### config.mk
export PLATFORM = sky130hd
export DESIGN_NAME = x86_frontend
export DESIGN_NICKNAME = d
export VERILOG_FILES = /design/src/common/frontend_pkg.sv /design/src/common/byte_stream_if.sv /design/src/verilog/sync_fifo.sv /design/src/prefetch/fetch_unit.sv /design/src/decode/insn_decoder.sv /design/src/verilog/x86_frontend.sv
export SDC_FILE = /design/constraint.sdc
export NUM_CORES = 1
export LEC_CHECK = 0
export BUFFER_PORTS_ARGS = -buffer_cell sky130_fd_sc_hd__buf_2
export CAP_MARGIN = 20
export CORE_MARGIN = 5
export CORE_UTILIZATION = 51
export DETAILED_ROUTE_END_ITERATION = 10
export PLACE_DENSITY = 0.71
export REMOVE_ABC_BUFFERS = 1
export SYNTH_ARGS = -nofsm -noshare
export SYNTH_HDL_FRONTEND = slang
export SYNTH_SLANG_ARGS = --single-unit
### constraint.sdc
create_clock -name clk -period 4.03 [get_ports clk]
set_clock_uncertainty 0.15 [all_clocks]
set_input_delay 0.2015 -clock clk [delete_from_list [all_inputs] [get_ports clk]]
set_output_delay 0.2015 -clock clk [all_outputs]
set_load 0.01 [all_outputs]
### src/common/frontend_pkg.sv
/*
  Shared types and constants of the x86 instruction front end.
  The decoder handles a reduced opcode set only.
  Instruction lengths wrap above 15 bytes.
*/
`default_nettype none

package frontend_pkg;

    // Widths that carry a meaning
    typedef logic [7:0]  byte_t;
    typedef logic [15:0] word_t;
    typedef logic [19:1] word_addr_t;
    typedef logic [3:0]  insn_len_t;
    typedef logic [1:0]  seg_t;

    // Decoder FSM states
    typedef enum logic [2:0] {
        DEC_OPCODE,
        DEC_MODRM,
        DEC_DISP_LO,
        DEC_DISP_HI,
        DEC_IMM_LO,
        DEC_IMM_HI,
        DEC_EMIT
    } dec_state_t;

    // One decoded instruction, 56 bits
    typedef struct packed {
        logic      has_seg_override;
        seg_t      segment;
        byte_t     opcode;
        logic      has_modrm;
        byte_t     modrm;
        word_t     displacement;
        word_t     immediate;
        insn_len_t length;
    } insn_t;

    // Queue depths
    localparam int PREFETCH_DEPTH   = 6;
    localparam int INSN_QUEUE_DEPTH = 4;

    // Segment override prefixes, bits 4:3 give the segment code
    localparam byte_t PREFIX_ES = 8'h26;
    localparam byte_t PREFIX_CS = 8'h2E;
    localparam byte_t PREFIX_SS = 8'h36;
    localparam byte_t PREFIX_DS = 8'h3E;

endpackage

`default_nettype wire

### src/common/byte_stream_if.sv
/*
  Prefetched byte stream between the prefetch FIFO and the decoder.
  A byte moves on a clock edge with valid and ready both high.
  flush discards all in-flight state on both sides in that cycle.
*/
`timescale 1ns/1ns
`default_nettype none

interface byte_stream_if;
    import frontend_pkg::*;

    byte_t data;
    logic  valid;
    logic  ready;
    logic  flush;

    // FIFO side, flush comes from the redirect
    modport source (
        output data,
        output valid,
        output flush,
        input  ready
    );

    modport sink (
        input  data,
        input  valid,
        input  flush,
        output ready
    );

endinterface

`default_nettype wire

### src/verilog/sync_fifo.sv
/*
  Synchronous first-word-fall-through FIFO with flush.
  Any depth of 2 or more, not limited to powers of two.
  Writes when full and reads when empty are ignored; flush wins over both.
*/
`timescale 1ns/1ns
`default_nettype none

module sync_fifo #(
    parameter int width = 8,
    parameter int depth = 4
) (
    input  logic             clk,
    input  logic             rst_n,
    input  logic             flush,
    input  logic             wr_en,
    input  logic [width-1:0] wr_data,
    input  logic             rd_en,
    output logic [width-1:0] rd_data,
    output logic             empty,
    output logic             room2,
    output logic             full
);

    logic [width-1:0]           mem [depth];
    logic [$clog2(depth)-1:0]   rd_ptr;
    logic [$clog2(depth)-1:0]   wr_ptr;
    logic [$clog2(depth+1)-1:0] count;
    logic                       do_wr;
    logic                       do_rd;

    function automatic logic [$clog2(depth)-1:0] next_ptr(
        input logic [$clog2(depth)-1:0] p
    );
        if (p == depth - 1) begin
            return '0;
        end
        return p + 1'b1;
    endfunction

    assign empty = (count == 0);
    assign full  = (count == depth);
    assign room2 = (count + 2 <= depth);

    assign do_wr = wr_en && !full && !flush;
    assign do_rd = rd_en && !empty && !flush;

    // Head entry visible without a read
    assign rd_data = mem[rd_ptr];

    always_ff @(posedge clk or negedge rst_n) begin
        if (!rst_n) begin
            rd_ptr <= '0;
            wr_ptr <= '0;
            count  <= '0;
        end else if (flush) begin
            rd_ptr <= '0;
            wr_ptr <= '0;
            count  <= '0;
        end else begin
            if (do_wr) begin
                wr_ptr <= next_ptr(wr_ptr);
            end
            if (do_rd) begin
                rd_ptr <= next_ptr(rd_ptr);
            end
            case ({do_wr, do_rd})
                2'b10:   count <= count + 1'b1;
                2'b01:   count <= count - 1'b1;
                default: count <= count;
            endcase
        end
    end

    always_ff @(posedge clk) begin
        if (do_wr) begin
            mem[wr_ptr] <= wr_data;
        end
    end

endmodule

`default_nettype wire

### src/prefetch/fetch_unit.sv
/*
  Instruction bus master. Fetches 16-bit words from CS*16+IP onwards
  and streams their bytes, low byte first, into the prefetch FIFO.
  Idle after reset until the first load_ip.
  A new access starts only with the holding register empty and room
  for two bytes in the FIFO. An access cut off by a redirect still
  completes on the bus, but its data is dropped.
*/
`timescale 1ns/1ns
`default_nettype none

module fetch_unit (
    input  logic                     clk,
    input  logic                     rst_n,
    input  logic                     load_ip,
    input  frontend_pkg::word_t      new_cs,
    input  frontend_pkg::word_t      new_ip,
    output frontend_pkg::word_addr_t mem_addr,
    input  frontend_pkg::word_t      mem_data,
    output logic                     mem_access,
    input  logic                     mem_ack,
    output logic                     byte_wr_en,
    output frontend_pkg::byte_t      byte_wr_data,
    input  logic                     fifo_room
);
    import frontend_pkg::*;

    logic [19:0] new_phys;
    word_addr_t  word_addr;
    logic        skip_low;
    logic        acc_skip;
    logic        active;
    logic        discard;
    word_t       hold;
    logic        hold_lo_v;
    logic        hold_hi_v;
    logic        start;
    logic        keep_data;

    // 20-bit physical address wraps at 1 MiB
    assign new_phys = {new_cs, 4'h0} + {4'h0, new_ip};

    assign start = active && !mem_access && !hold_lo_v && !hold_hi_v &&
                   fifo_room && !load_ip;

    // Ack data is kept unless a redirect cut the access off
    assign keep_data = mem_access && mem_ack && !discard && !load_ip;

    assign byte_wr_en   = hold_lo_v || hold_hi_v;
    assign byte_wr_data = hold_lo_v ? hold[7:0] : hold[15:8];

    always_ff @(posedge clk or negedge rst_n) begin
        if (!rst_n) begin
            word_addr  <= '0;
            skip_low   <= 1'b0;
            acc_skip   <= 1'b0;
            active     <= 1'b0;
            discard    <= 1'b0;
            mem_access <= 1'b0;
            mem_addr   <= '0;
            hold_lo_v  <= 1'b0;
            hold_hi_v  <= 1'b0;
        end else begin
            // Next word to fetch
            if (load_ip) begin
                word_addr <= new_phys[19:1];
                skip_low  <= new_phys[0];
                active    <= 1'b1;
            end else if (start) begin
                word_addr <= word_addr + 1'b1;
                skip_low  <= 1'b0;
            end

            // Bus handshake, address held until ack
            if (start) begin
                mem_access <= 1'b1;
                mem_addr   <= word_addr;
                acc_skip   <= skip_low;
            end else if (mem_access && mem_ack) begin
                mem_access <= 1'b0;
            end

            if (load_ip && mem_access && !mem_ack) begin
                discard <= 1'b1;
            end else if (mem_access && mem_ack) begin
                discard <= 1'b0;
            end

            // Byte drain, one per cycle
            if (load_ip) begin
                hold_lo_v <= 1'b0;
                hold_hi_v <= 1'b0;
            end else if (keep_data) begin
                hold_lo_v <= !acc_skip;
                hold_hi_v <= 1'b1;
            end else if (hold_lo_v) begin
                hold_lo_v <= 1'b0;
            end else if (hold_hi_v) begin
                hold_hi_v <= 1'b0;
            end
        end
    end

    always_ff @(posedge clk) begin
        if (keep_data) begin
            hold <= mem_data;
        end
    end

endmodule

`default_nettype wire

### src/decode/insn_decoder.sv
/*
  Byte-serial instruction decoder for a reduced 8086 opcode set.
  Takes at most one byte per cycle and writes the record in DEC_EMIT,
  the cycle after the last byte. A full queue holds it in DEC_EMIT.
  Only one segment prefix is kept; a later prefix replaces it but
  still counts towards the length.
*/
`timescale 1ns/1ns
`default_nettype none

module insn_decoder (
    input  logic                clk,
    input  logic                rst_n,
    byte_stream_if.sink         bytes,
    output logic                insn_wr_en,
    output frontend_pkg::insn_t insn,
    input  logic                queue_full
);
    import frontend_pkg::*;

    dec_state_t state;
    insn_t      rec;
    logic       has_imm;
    logic       imm16;
    logic       disp8;
    logic       take;
    logic       op_prefix;
    logic       op_modrm;
    logic       op_imm;
    logic       op_imm16;
    logic [1:0] mod_field;
    logic       mod_disp16;

    // State after the ModRM and displacement fields
    function automatic dec_state_t after_disp(input logic imm);
        return imm ? DEC_IMM_LO : DEC_EMIT;
    endfunction

    assign bytes.ready = (state != DEC_EMIT);
    assign take        = bytes.valid && bytes.ready;
    assign insn_wr_en  = (state == DEC_EMIT) && !queue_full;
    assign insn        = rec;

    assign mod_field  = bytes.data[7:6];
    assign mod_disp16 = (mod_field == 2'b10) ||
                        (mod_field == 2'b00 && bytes.data[2:0] == 3'b110);

    // Opcode classification of the head byte
    always_comb begin
        op_prefix = (bytes.data == PREFIX_ES) || (bytes.data == PREFIX_CS) ||
                    (bytes.data == PREFIX_SS) || (bytes.data == PREFIX_DS);
        op_modrm  = 1'b0;
        op_imm    = 1'b0;
        op_imm16  = 1'b0;
        if (bytes.data[7:6] == 2'b00 && !op_prefix) begin
            // ALU group, low three bits select the form
            case (bytes.data[2:0])
                3'd0, 3'd1, 3'd2, 3'd3: op_modrm = 1'b1;
                3'd4: op_imm = 1'b1;
                3'd5: begin
                    op_imm   = 1'b1;
                    op_imm16 = 1'b1;
                end
                default: ;
            endcase
        end
        case (bytes.data) inside
            [8'h88:8'h8B]: op_modrm = 1'b1;
            8'h80, 8'hC6: begin
                op_modrm = 1'b1;
                op_imm   = 1'b1;
            end
            8'h81, 8'hC7: begin
                op_modrm = 1'b1;
                op_imm   = 1'b1;
                op_imm16 = 1'b1;
            end
            [8'hB0:8'hB7]: op_imm = 1'b1;
            [8'hB8:8'hBF]: begin
                op_imm   = 1'b1;
                op_imm16 = 1'b1;
            end
            default: ;
        endcase
    end

    always_ff @(posedge clk or negedge rst_n) begin
        if (!rst_n) begin
            state   <= DEC_OPCODE;
            rec     <= '0;
            has_imm <= 1'b0;
            imm16   <= 1'b0;
            disp8   <= 1'b0;
        end else if (bytes.flush) begin
            state   <= DEC_OPCODE;
            rec     <= '0;
            has_imm <= 1'b0;
            imm16   <= 1'b0;
            disp8   <= 1'b0;
        end else begin
            case (state)
                DEC_OPCODE: if (take) begin
                    rec.length <= rec.length + 1'b1;
                    if (op_prefix) begin
                        rec.has_seg_override <= 1'b1;
                        rec.segment          <= bytes.data[4:3];
                    end else begin
                        rec.opcode    <= bytes.data;
                        rec.has_modrm <= op_modrm;
                        has_imm       <= op_imm;
                        imm16         <= op_imm16;
                        state         <= op_modrm ? DEC_MODRM : after_disp(op_imm);
                    end
                end
                DEC_MODRM: if (take) begin
                    rec.modrm  <= bytes.data;
                    rec.length <= rec.length + 1'b1;
                    disp8      <= (mod_field == 2'b01);
                    if (mod_field == 2'b01 || mod_disp16) begin
                        state <= DEC_DISP_LO;
                    end else begin
                        state <= after_disp(has_imm);
                    end
                end
                DEC_DISP_LO: if (take) begin
                    rec.length <= rec.length + 1'b1;
                    if (disp8) begin
                        rec.displacement <= {{8{bytes.data[7]}}, bytes.data};
                        state            <= after_disp(has_imm);
                    end else begin
                        rec.displacement[7:0] <= bytes.data;
                        state                 <= DEC_DISP_HI;
                    end
                end
                DEC_DISP_HI: if (take) begin
                    rec.displacement[15:8] <= bytes.data;
                    rec.length             <= rec.length + 1'b1;
                    state                  <= after_disp(has_imm);
                end
                DEC_IMM_LO: if (take) begin
                    rec.immediate <= {8'h00, bytes.data};
                    rec.length    <= rec.length + 1'b1;
                    state         <= imm16 ? DEC_IMM_HI : DEC_EMIT;
                end
                DEC_IMM_HI: if (take) begin
                    rec.immediate[15:8] <= bytes.data;
                    rec.length          <= rec.length + 1'b1;
                    state               <= DEC_EMIT;
                end
                DEC_EMIT: if (insn_wr_en) begin
                    // Fresh record, absent fields read as zero
                    rec   <= '0;
                    state <= DEC_OPCODE;
                end
                default: state <= DEC_OPCODE;
            endcase
        end
    end

endmodule

`default_nettype wire

### src/verilog/x86_frontend.sv
/*
  x86 instruction front end: fetch, prefetch FIFO, decoder and
  instruction queue. Nothing is fetched before the first load_ip.
  load_ip flushes both FIFOs and the decoder in the same cycle.
  Record fields hold while insn_valid is high and insn_ready low.
*/
`timescale 1ns/1ns
`default_nettype none

module x86_frontend (
    input  logic                     clk,
    input  logic                     rst_n,
    input  logic                     load_ip,
    input  frontend_pkg::word_t      new_cs,
    input  frontend_pkg::word_t      new_ip,
    output frontend_pkg::word_addr_t instr_m_addr,
    input  frontend_pkg::word_t      instr_m_data_in,
    output logic                     instr_m_access,
    input  logic                     instr_m_ack,
    output logic                     insn_valid,
    input  logic                     insn_ready,
    output frontend_pkg::byte_t      insn_opcode,
    output frontend_pkg::byte_t      insn_modrm,
    output logic                     insn_has_modrm,
    output frontend_pkg::word_t      insn_displacement,
    output frontend_pkg::word_t      insn_immediate,
    output frontend_pkg::insn_len_t  insn_length,
    output logic                     insn_has_seg_override,
    output frontend_pkg::seg_t       insn_segment
);
    import frontend_pkg::*;

    logic  pf_wr_en;
    byte_t pf_wr_data;
    logic  pf_room2;
    logic  pf_empty;
    logic  dec_wr_en;
    insn_t dec_insn;
    logic  q_full;
    logic  q_empty;
    insn_t q_insn;

    byte_stream_if u_byte_stream ();

    assign u_byte_stream.valid = !pf_empty;
    assign u_byte_stream.flush = load_ip;

    fetch_unit u_fetch_unit (
        .clk          (clk),
        .rst_n        (rst_n),
        .load_ip      (load_ip),
        .new_cs       (new_cs),
        .new_ip       (new_ip),
        .mem_addr     (instr_m_addr),
        .mem_data     (instr_m_data_in),
        .mem_access   (instr_m_access),
        .mem_ack      (instr_m_ack),
        .byte_wr_en   (pf_wr_en),
        .byte_wr_data (pf_wr_data),
        .fifo_room    (pf_room2)
    );

    sync_fifo #(
        .width ($bits(byte_t)),
        .depth (PREFETCH_DEPTH)
    ) u_prefetch_fifo (
        .clk     (clk),
        .rst_n   (rst_n),
        .flush   (load_ip),
        .wr_en   (pf_wr_en),
        .wr_data (pf_wr_data),
        .rd_en   (u_byte_stream.valid && u_byte_stream.ready),
        .rd_data (u_byte_stream.data),
        .empty   (pf_empty),
        .room2   (pf_room2),
        .full    ()
    );

    insn_decoder u_insn_decoder (
        .clk        (clk),
        .rst_n      (rst_n),
        .bytes      (u_byte_stream.sink),
        .insn_wr_en (dec_wr_en),
        .insn       (dec_insn),
        .queue_full (q_full)
    );

    sync_fifo #(
        .width ($bits(insn_t)),
        .depth (INSN_QUEUE_DEPTH)
    ) u_insn_queue (
        .clk     (clk),
        .rst_n   (rst_n),
        .flush   (load_ip),
        .wr_en   (dec_wr_en),
        .wr_data (dec_insn),
        .rd_en   (insn_ready),
        .rd_data (q_insn),
        .empty   (q_empty),
        .room2   (),
        .full    (q_full)
    );

    // Output port, fields straight from the queue head
    assign insn_valid            = !q_empty;
    assign insn_opcode           = q_insn.opcode;
    assign insn_modrm            = q_insn.modrm;
    assign insn_has_modrm        = q_insn.has_modrm;
    assign insn_displacement     = q_insn.displacement;
    assign insn_immediate        = q_insn.immediate;
    assign insn_length           = q_insn.length;
    assign insn_has_seg_override = q_insn.has_seg_override;
    assign insn_segment          = q_insn.segment;

endmodule

`default_nettype wire

After elaboration in Yosys (flattened, before gate mapping)
Memory sizes are Yosys's and may differ from the RTL's.
Index checks and enable logic that the tools add are counted.
W data, S select, Z words.
{"block": "classes", "addsub": 12, "order_cmp": 7, "eq_ne": 46, "mux": 112, "n_reduce_logical": 83}
{"cell": "$mux W56", "n": 2}
{"cell": "$mux W3", "n": 23}
{"cell": "$mux W1", "n": 56}
{"cell": "$pmux W8 S2", "n": 3}
{"cell": "$pmux W8 S3", "n": 2}
{"cell": "$mux W19", "n": 2}
{"cell": "$eq A8 B6 Y1 const B", "n": 4}
{"cell": "$eq A8 B8 Y1 const B", "n": 4}
{"cell": "$le A32 B3 Y1 const B", "n": 1}
{"cell": "$eq A3 B3 Y1 const B", "n": 10}
{"cell": "$ne A3 B3 Y1 const B", "n": 9}
{"cell": "$logic_and A1 B1 Y1", "n": 25}
{"cell": "$ge A8 B8 Y1 const B", "n": 3}
{"cell": "$le A8 B8 Y1 const B", "n": 3}
{"cell": "$mux W8", "n": 3}
{"cell": "$pmux W12 S2", "n": 1}
{"cell": "$mux W2", "n": 11}
{"cell": "$pmux W3 S7", "n": 1}
{"cell": "$add A20 B16 Y20", "n": 1}
{"cell": "$mux W20", "n": 1}
{"cell": "$reduce_bool A2 Y1", "n": 10}
{"cell": "$add A19 B1 Y19 const B", "n": 1}
{"cell": "$reduce_bool A3 Y1", "n": 6}
{"cell": "$mux W16", "n": 1}
{"cell": "other kinds (30)", "n": 77}
{"block": "word_totals", "register_bits": 139, "mem_bits_rw": 272, "inputBits": 53, "out_inout_bits": 77, "wordCells": 292, "memories": 2}
{"name": "u_insn_queue.mem", "depth": 4, "word_bits": 56, "read_ports": 1, "rd_clocked_by_memory_dff": 0, "write_ports": 1, "line_no": "sync_fifo.sv:25", "rtl": "logic [width-1:0] mem [depth];"}
{"name": "u_prefetch_fifo.mem", "depth": 6, "word_bits": 8, "read_ports": 1, "rd_clocked_by_memory_dff": 0, "write_ports": 1, "line_no": "sync_fifo.sv:25"}

Logic depth before layout (Yosys ltp)
An unclocked memory read counts as a cell.
{"block": "logic_depth", "word_depth": 19, "mapped_depth": 11}

By module
Synthesis repeated with hierarchy kept, for this count alone.
{"block": "unflattened", "hier_cells": 1100, "hier_area_um2": 17274.1}
{"module": "sync_fifo at u_insn_queue", "instances": 1, "cells_each": 364, "area_each_um2": 8735.9, "seq_area_each_um2": 6901.6}
{"module": "fetch_unit", "instances": 1, "cells_each": 284, "area_each_um2": 3180.6, "seq_area_each_um2": 1606.5}
{"module": "insn_decoder", "instances": 1, "cells_each": 302, "area_each_um2": 2955.3, "seq_area_each_um2": 1551.5}
{"module": "sync_fifo at u_prefetch_fifo", "instances": 1, "cells_each": 147, "area_each_um2": 2388.5, "seq_area_each_um2": 1666.6}
{"module": "x86_frontend", "instances": 1, "cells_each": 3, "area_each_um2": 13.8, "seq_area_each_um2": 0.0}

Worst setup path before layout
OpenSTA, ideal clock, no wires.
{"block": "synth_path", "kind": "flip-flop to flip-flop", "startpoint": "register u_insn_decoder.state[0]", "endpoint": "memory u_insn_queue.mem[0][0] in the netlist's numbering, enable pin", "arrival_time_ps": 2600, "slack_ps": 860, "stages_incl_launch_ff": 5, "cell_sequence": "dfrtp_1 -> and3b_1 -> a21boi_0 -> clkbuf_1 -> and3_1"}
{"block": "synth_between", "elab_chain_len": 6}
{"item": "start: declaration", "line_no": "insn_decoder.sv:21", "rtl": "dec_state_t state;"}
{"item": "start signal: assignment", "line_no": "insn_decoder.sv:112", "rtl": "state <= op_modrm ? DEC_MODRM : after_disp(op_imm);"}
{"item": "start signal: assignment", "line_no": "insn_decoder.sv:122", "rtl": "state <= after_disp(has_imm);"}
{"item": "start signal: assignment", "line_no": "insn_decoder.sv:129", "rtl": "state <= after_disp(has_imm);"}
{"item": "$eq A3 B3 Y1", "line_no": "insn_decoder.sv:41", "rtl": "assign insn_wr_en = (state == DEC_EMIT) && !queue_full;"}
{"item": "$logic_and A1 B1 Y1", "line_no": "insn_decoder.sv:41"}
{"item": "$logic_and A1 B1 Y1 (2 in a row)", "line_no": "sync_fifo.sv:45", "rtl": "assign do_wr = wr_en && !full && !flush;"}
{"item": "$mux W1", "line_no": "sync_fifo.sv:76", "rtl": "if (do_wr) begin"}
{"item": "$mux W1 (implied by the code)", "line_no": "sync_fifo.sv:77", "rtl": "mem[wr_ptr] <= wr_data;"}
{"item": "end: declaration", "line_no": "sync_fifo.sv:25"}
Every way passes these cells.

Worst setup path in the final report
{"block": "layout_path", "startpoint": "input port new_ip[4]", "endpoint": "register u_fetch_unit.word_addr[17]"}
{"block": "layout_between", "elab_chain_len": 2}
{"item": "start: declaration", "line_no": "x86_frontend.sv:15", "rtl": "input frontend_pkg::word_t new_ip,"}
{"item": "$add A20 B16 Y20", "line_no": "fetch_unit.sv:41", "rtl": "assign new_phys = {new_cs, 4'h0} + {4'h0, new_ip};"}
{"item": "$mux W19", "line_no": "fetch_unit.sv:65", "rtl": "if (load_ip) begin"}
{"item": "end signal: assignment", "line_no": "fetch_unit.sv:66", "rtl": "word_addr <= new_phys[19:1];"}
{"item": "end signal: assignment", "line_no": "fetch_unit.sv:70", "rtl": "word_addr <= word_addr + 1'b1;"}
{"item": "end: declaration", "line_no": "fetch_unit.sv:29", "rtl": "word_addr_t word_addr;"}
Every way passes these cells.
A chain may end at the register's enable or synchronous reset.

==> flow_summary.html <==
<table>
<tr><th>Metric</th><th>Value</th></tr>
<tr><th colspan="2">Worst setup path</th></tr>
<tr><td>Worst-case register-to-register setup slack</td><td>1.05 ns</td></tr>
<tr><td>Slowest cell on the critical path</td><td>sky130_fd_sc_hd__dlygate4sd3_1</td></tr>
<tr><td>Crit path cell chain</td><td>dlygate4sd3_1, buf_2, ha_1, inv_1, fa_1, nor2b_1, o31a_1, o211ai_1, a31oi_1, nand3_1, xor2_1, dlygate4sd3_1, a21oi_1</td></tr>
<tr><td>Most frequent cell on the critical path</td><td>sky130_fd_sc_hd__dlygate4sd3_1</td></tr>
<tr><td>Critical Path AT</td><td>3.28 ns</td></tr>
<tr><td>Cell class contributing the biggest share of worst-path delay</td><td>buffers and inverters</td></tr>
<tr><td>Endpoint required time on the critical path</td><td>4.33 ns</td></tr>
<tr><td>Delay of the slowest cell on the worst path</td><td>0.56 ns</td></tr>
<tr><td>Reg-to-Reg End</td><td>u_insn_decoder.insn[45]$_DFFE_PN0P_</td></tr>
<tr><td>Startpoint of the worst register-to-register path</td><td>u_prefetch_fifo.rd_ptr[2]$_DFFE_PN0P_</td></tr>
<tr><td>Total buffers and inverters traversed by the critical path</td><td>4</td></tr>
<tr><td>Critical path startpoint category</td><td>input port</td></tr>
<tr><td>Cells on worst reg2reg path</td><td>7</td></tr>
<tr><td>Worst-path fanout max</td><td>4</td></tr>
<tr><td>CP Capture Type</td><td>flop</td></tr>
<tr><td>Critical setup path kind</td><td>input port to flop</td></tr>
<tr><th colspan="2">Place</th></tr>
<tr><td>Weighted congestion reported at the end of routability-driven placement</td><td>0.850</td></tr>
<tr><td>Worst setup timing slack at the placement stage</td><td>1.06 ns</td></tr>
<tr><td>Port buffer count</td><td>129</td></tr>
<tr><td>Final HPWL from detailed placement</td><td>21,100 um</td></tr>
<tr><td>Placed Cells incl. Taps</td><td>1,587</td></tr>
<tr><th colspan="2">Synthesis</th></tr>
<tr><td>Yosys cell types</td><td>74</td></tr>
<tr><td>Most frequent cells after synthesis</td><td>288 x sky130_fd_sc_hd__edfxtp_1, 123 x sky130_fd_sc_hd__dfrtp_1, 72 x sky130_fd_sc_hd__nand2_1</td></tr>
<tr><td>Fraction of synthesis flops using an asynchronous set or reset pin</td><td>29.9%</td></tr>
<tr><td>Average footprint of a synthesized cell</td><td>16.3 sq um</td></tr>
<tr><td>Instance count of the mapped netlist</td><td>1,035</td></tr>
<tr><td>Most common flop cell mapped by yosys</td><td>sky130_fd_sc_hd__edfxtp_1</td></tr>
<tr><td>Synthesis-stage register bit count</td><td>411</td></tr>
<tr><td>Post-Synthesis Cell Area</td><td>16,900 sq um</td></tr>
<tr><td>Top area cells in the synthesized netlist</td><td>sky130_fd_sc_hd__edfxtp_1 51%, sky130_fd_sc_hd__dfrtp_1 18%, sky130_fd_sc_hd__mux4_2 7.9%</td></tr>
<tr><td>Share of the synthesized area in the top cell type</td><td>51.2%</td></tr>
<tr><td>Yosys Warn Count</td><td>0</td></tr>
<tr><td>Dominant cell by count in the synthesized netlist</td><td>sky130_fd_sc_hd__edfxtp_1</td></tr>
<tr><td>Sequential element share of the synthesized area</td><td>69.4%</td></tr>
<tr><td>Area leader, netlist</td><td>sky130_fd_sc_hd__edfxtp_1</td></tr>
<tr><td>Number of enable-type register cells in the synthesized netlist</td><td>288</td></tr>
<tr><th colspan="2">Timing</th></tr>
<tr><td>Final sum of negative setup slack</td><td>0 ns</td></tr>
<tr><td>Final slew viol count</td><td>0</td></tr>
<tr><td>Slew Limit Headroom</td><td>38.7%</td></tr>
<tr><td>Final-report hold violation count</td><td>0</td></tr>
<tr><td>Shortest clock period the worst path allows after layout</td><td>2.98 ns</td></tr>
<tr><td>Unrepaired setup endpoints after global routing</td><td>false</td></tr>
<tr><td>Max Clock Freq</td><td>335 MHz</td></tr>
<tr><td>Worst setup margin</td><td>1.05 ns</td></tr>
<tr><td>Worst-margin pin slew</td><td>0.913 ns</td></tr>
<tr><td>Worst Hold Margin</td><td>0.0195 ns</td></tr>
<tr><td>Share of the clock period used by the worst path after layout</td><td>74.0%</td></tr>
<tr><td>Setup Viol. Count Final</td><td>0</td></tr>
<tr><th colspan="2">Die</th></tr>
<tr><td>Die width</td><td>192 um</td></tr>
<tr><td># rows</td><td>66</td></tr>
<tr><td>Die area</td><td>36,900 sq um</td></tr>
<tr><td>Die span in y</td><td>192 um</td></tr>
<tr><td>CORE AREA</td><td>32,600 sq um</td></tr>
<tr><td>Effective utilization at floorplan</td><td>51.8%</td></tr>
<tr><td>I/O pins</td><td>130</td></tr>
<tr><th colspan="2">Detailed routing</th></tr>
<tr><td>Number of routed nets with antenna violations</td><td>0</td></tr>
<tr><td>Total vias in the final route</td><td>9,332</td></tr>
<tr><td>DRC violations left</td><td>0</td></tr>
<tr><td>Iteration-0 DRC count of the detailed router</td><td>617</td></tr>
<tr><td>Vias per inst</td><td>5.47</td></tr>
<tr><td>Routed wire length</td><td>32,800 um</td></tr>
<tr><td>Drt wl/cell</td><td>19.3 um</td></tr>
<tr><td>Number of detailed-routing iterations run before antenna repair</td><td>5</td></tr>
<tr><th colspan="2">Flow run</th></tr>
<tr><td>Max-cap viol count</td><td>0</td></tr>
<tr><th colspan="2">Final layout</th></tr>
<tr><td>Fraction of layout instances using a drive strength above 1</td><td>29.4%</td></tr>
<tr><td>Synthesis-to-layout area growth</td><td>18.8%</td></tr>
<tr><td>Register cell area after layout</td><td>11,700 sq um</td></tr>
<tr><td>Fill cell count</td><td>2,395</td></tr>
<tr><td>Number of standard cells in the final layout excluding fillers</td><td>1,705</td></tr>
<tr><td>Area of combinational cells with multiple inputs</td><td>4940 sq um</td></tr>
<tr><td>Diodes inserted</td><td>0</td></tr>
<tr><td>Number of nets in the layout</td><td>1,306</td></tr>
<tr><th colspan="2">Pwr</th></tr>
<tr><td>Max IR drop VDD</td><td>0.523 mV</td></tr>
<tr><td>PnR Total Power</td><td>12,900 uW</td></tr>
<tr><td>Power per cell area</td><td>642 nW/um^2</td></tr>
<tr><td>Leak Pwr</td><td>0.00754 uW</td></tr>
<tr><th colspan="2">Clocking</th></tr>
<tr><td>Inserted Clock Buffers</td><td>43</td></tr>
<tr><td>CTS root buf</td><td>sky130_fd_sc_hd__clkbuf_16</td></tr>
<tr><td>Post-CTS clock slew at the launch and capture registers of the worst setup and hold paths</td><td>0.06 ns</td></tr>
<tr><td>Deepest level of the CTS H-tree</td><td>2</td></tr>
<tr><td>Count of cells resized by post-cts repair</td><td>0</td></tr>
<tr><td>Number of sinks on the clock net</td><td>411</td></tr>
<tr><td>TritonCTS clock tree</td><td>done</td></tr>
<tr><td>Clock insertion delay at the later pin of the skew report</td><td>0.54 ns</td></tr>
<tr><td>Clock Path Buffers</td><td>3</td></tr>
<tr><th colspan="2">Hold path</th></tr>
<tr><td>Worst-case hold path end point</td><td>u_fetch_unit.word_addr[8]$_DFFE_PN0P_</td></tr>
<tr><td>Hold Path Cell Cnt</td><td>5</td></tr>
<tr><td>Worst Min Path Start</td><td>new_ip[9]</td></tr>
<tr><td>Hold/Removal Path Class</td><td>input port to flop</td></tr>
<tr><th colspan="2">Global route</th></tr>
<tr><td>Pin count of the biggest net entering global routing</td><td>75</td></tr>
<tr><td>Global routing usage summed across all routing layers</td><td>18.3%</td></tr>
<tr><td>Vias in the first global route</td><td>9,706</td></tr>
<tr><td>Number of antenna violations at the first check in global routing</td><td>0</td></tr>
<tr><td>Global-route congestion overflow total</td><td>0</td></tr>
<tr><td>Global-route wire length before repair</td><td>53,200 um</td></tr>
<tr><th colspan="2">Status</th></tr>
<tr><td>Status</td><td>complete, no violations</td></tr>
</table>
[power breakdown]
group / switching [uW] / leakage (uW) / internal (uW)
sequential: 574 / 0.00422 / 5260
clock: 1570 / 0.000753 / 2650
combinational: 1470 / 0.00257 / 1360
total: 3620 / 0.00754 / 9270
[final cells by class]
cell class / instances / area share [%]
sequential: 411 / 58.4
inverter: 16 / 0.299
tap: 442 / 2.75
clock buffer: 51 / 5.61
multi-input combinational: 569 / 24.6
clock inverter: 28 / 2.04
timing repair buffer: 188 / 6.32
[kinds of logic (layout without fill, tap and decap cells)]
logic type,after synthesis,count (layout),share of synthesized area [%]
xor gates and xnor gates,38,38,1.97
buffers and inverters,55,283,1.48
adders and majority gates,24,24,1.91
and+or+nand+nor,237,237,6.63
AOI/OAI and AO/OA,121,121,4.72
muxes,149,149,13.9
DFF,411,411,69.4
[what timing repair did]
action | 4_1_cts | 5_1_grt
hold buffers | 37 | 1
setup buffers | 0 | 0
hold endpoints to repair | 111 | 6
[cell usage in the layout (no fill, tap or decap), drive strengths merged, types with 23 or more instances in the layout]
cell type    count
clkbuf          51
nand2           73
dfrtp          123
nor2            72
edfxtp         288
mux2i           23
o21ai           41
dlygate4sd3     38
mux4            59
xnor2           24
mux2            67
a21oi           28
buf            150
[sequential cells by signal (all words and copies together), names as in the netlist, 2 cells and up]
name and cells:
u_prefetch_fifo.rd_ptr 3, u_prefetch_fifo.wr_ptr 3, u_insn_queue.rd_ptr 2, u_prefetch_fifo.count 3
u_insn_queue.wr_ptr 2, u_fetch_unit.hold 16, u_insn_queue.mem 224, u_fetch_unit.word_addr 19
u_fetch_unit.mem_addr 19, u_insn_decoder.insn 56, u_insn_decoder.state 3, u_insn_queue.count 3
u_prefetch_fifo.mem 48
[metal layers]
metal	routed length [um]	vias up	global-route usage [%]
met4	476	0	3.57
li1	-	4359	-
met3	1500	45	2.73
met2	16300	226	31.0
met1	14500	4702	25.7
met5	0	-	0
[worst reg2reg max path, stage by stage, from the launching register on]
cell	delay [ns]
sky130_fd_sc_hd__dfrtp_1	0.66
sky130_fd_sc_hd__nor2_1	0.22
sky130_fd_sc_hd__a22oi_1	0.25
sky130_fd_sc_hd__nand2_1	0.28
sky130_fd_sc_hd__nand2_1	0.26
sky130_fd_sc_hd__nor3_4	0.07
sky130_fd_sc_hd__o21ai_2	0.58
sky130_fd_sc_hd__mux2_2	0.41
[per-stage QoR]
step	utilization (%)	instance area [sq um]
6_report	61.6	20100
2_1_floorplan	-	16700
4_1_cts	61.5	20000
3_3_place_gp	55.6	18100
5_1_grt	61.6	20100
3_5_place_dp	55.6	18100
[worst max-delay path by stage]
stage,slack [ns],start,endpoint,cells after the start
floorplan,0.54,u_insn_decoder.state[0]$_DFFE_PN0P_,u_insn_queue.mem[0][0]$_DFFE_PP_,3
global placement,1.16,u_prefetch_fifo.rd_ptr[0]$_DFFE_PN0P_,u_insn_decoder.state[0]$_DFFE_PN0P_,8
detailed placement,1.06,u_prefetch_fifo.count[1]$_DFFE_PN0P_,u_fetch_unit.word_addr[18]$_DFFE_PN0P_,9
CTS,1.04,u_prefetch_fifo.count[1]$_DFFE_PN0P_,u_fetch_unit.word_addr[18]$_DFFE_PN0P_,9
global route,0.82,u_prefetch_fifo.rd_ptr[2]$_DFFE_PN0P_,u_insn_decoder.insn[45]$_DFFE_PN0P_,7
finish,1.05,new_ip[4],u_fetch_unit.word_addr[17]$_DFFE_PN0P_,13
Note: power is estimated with default switching activity, not from simulation.
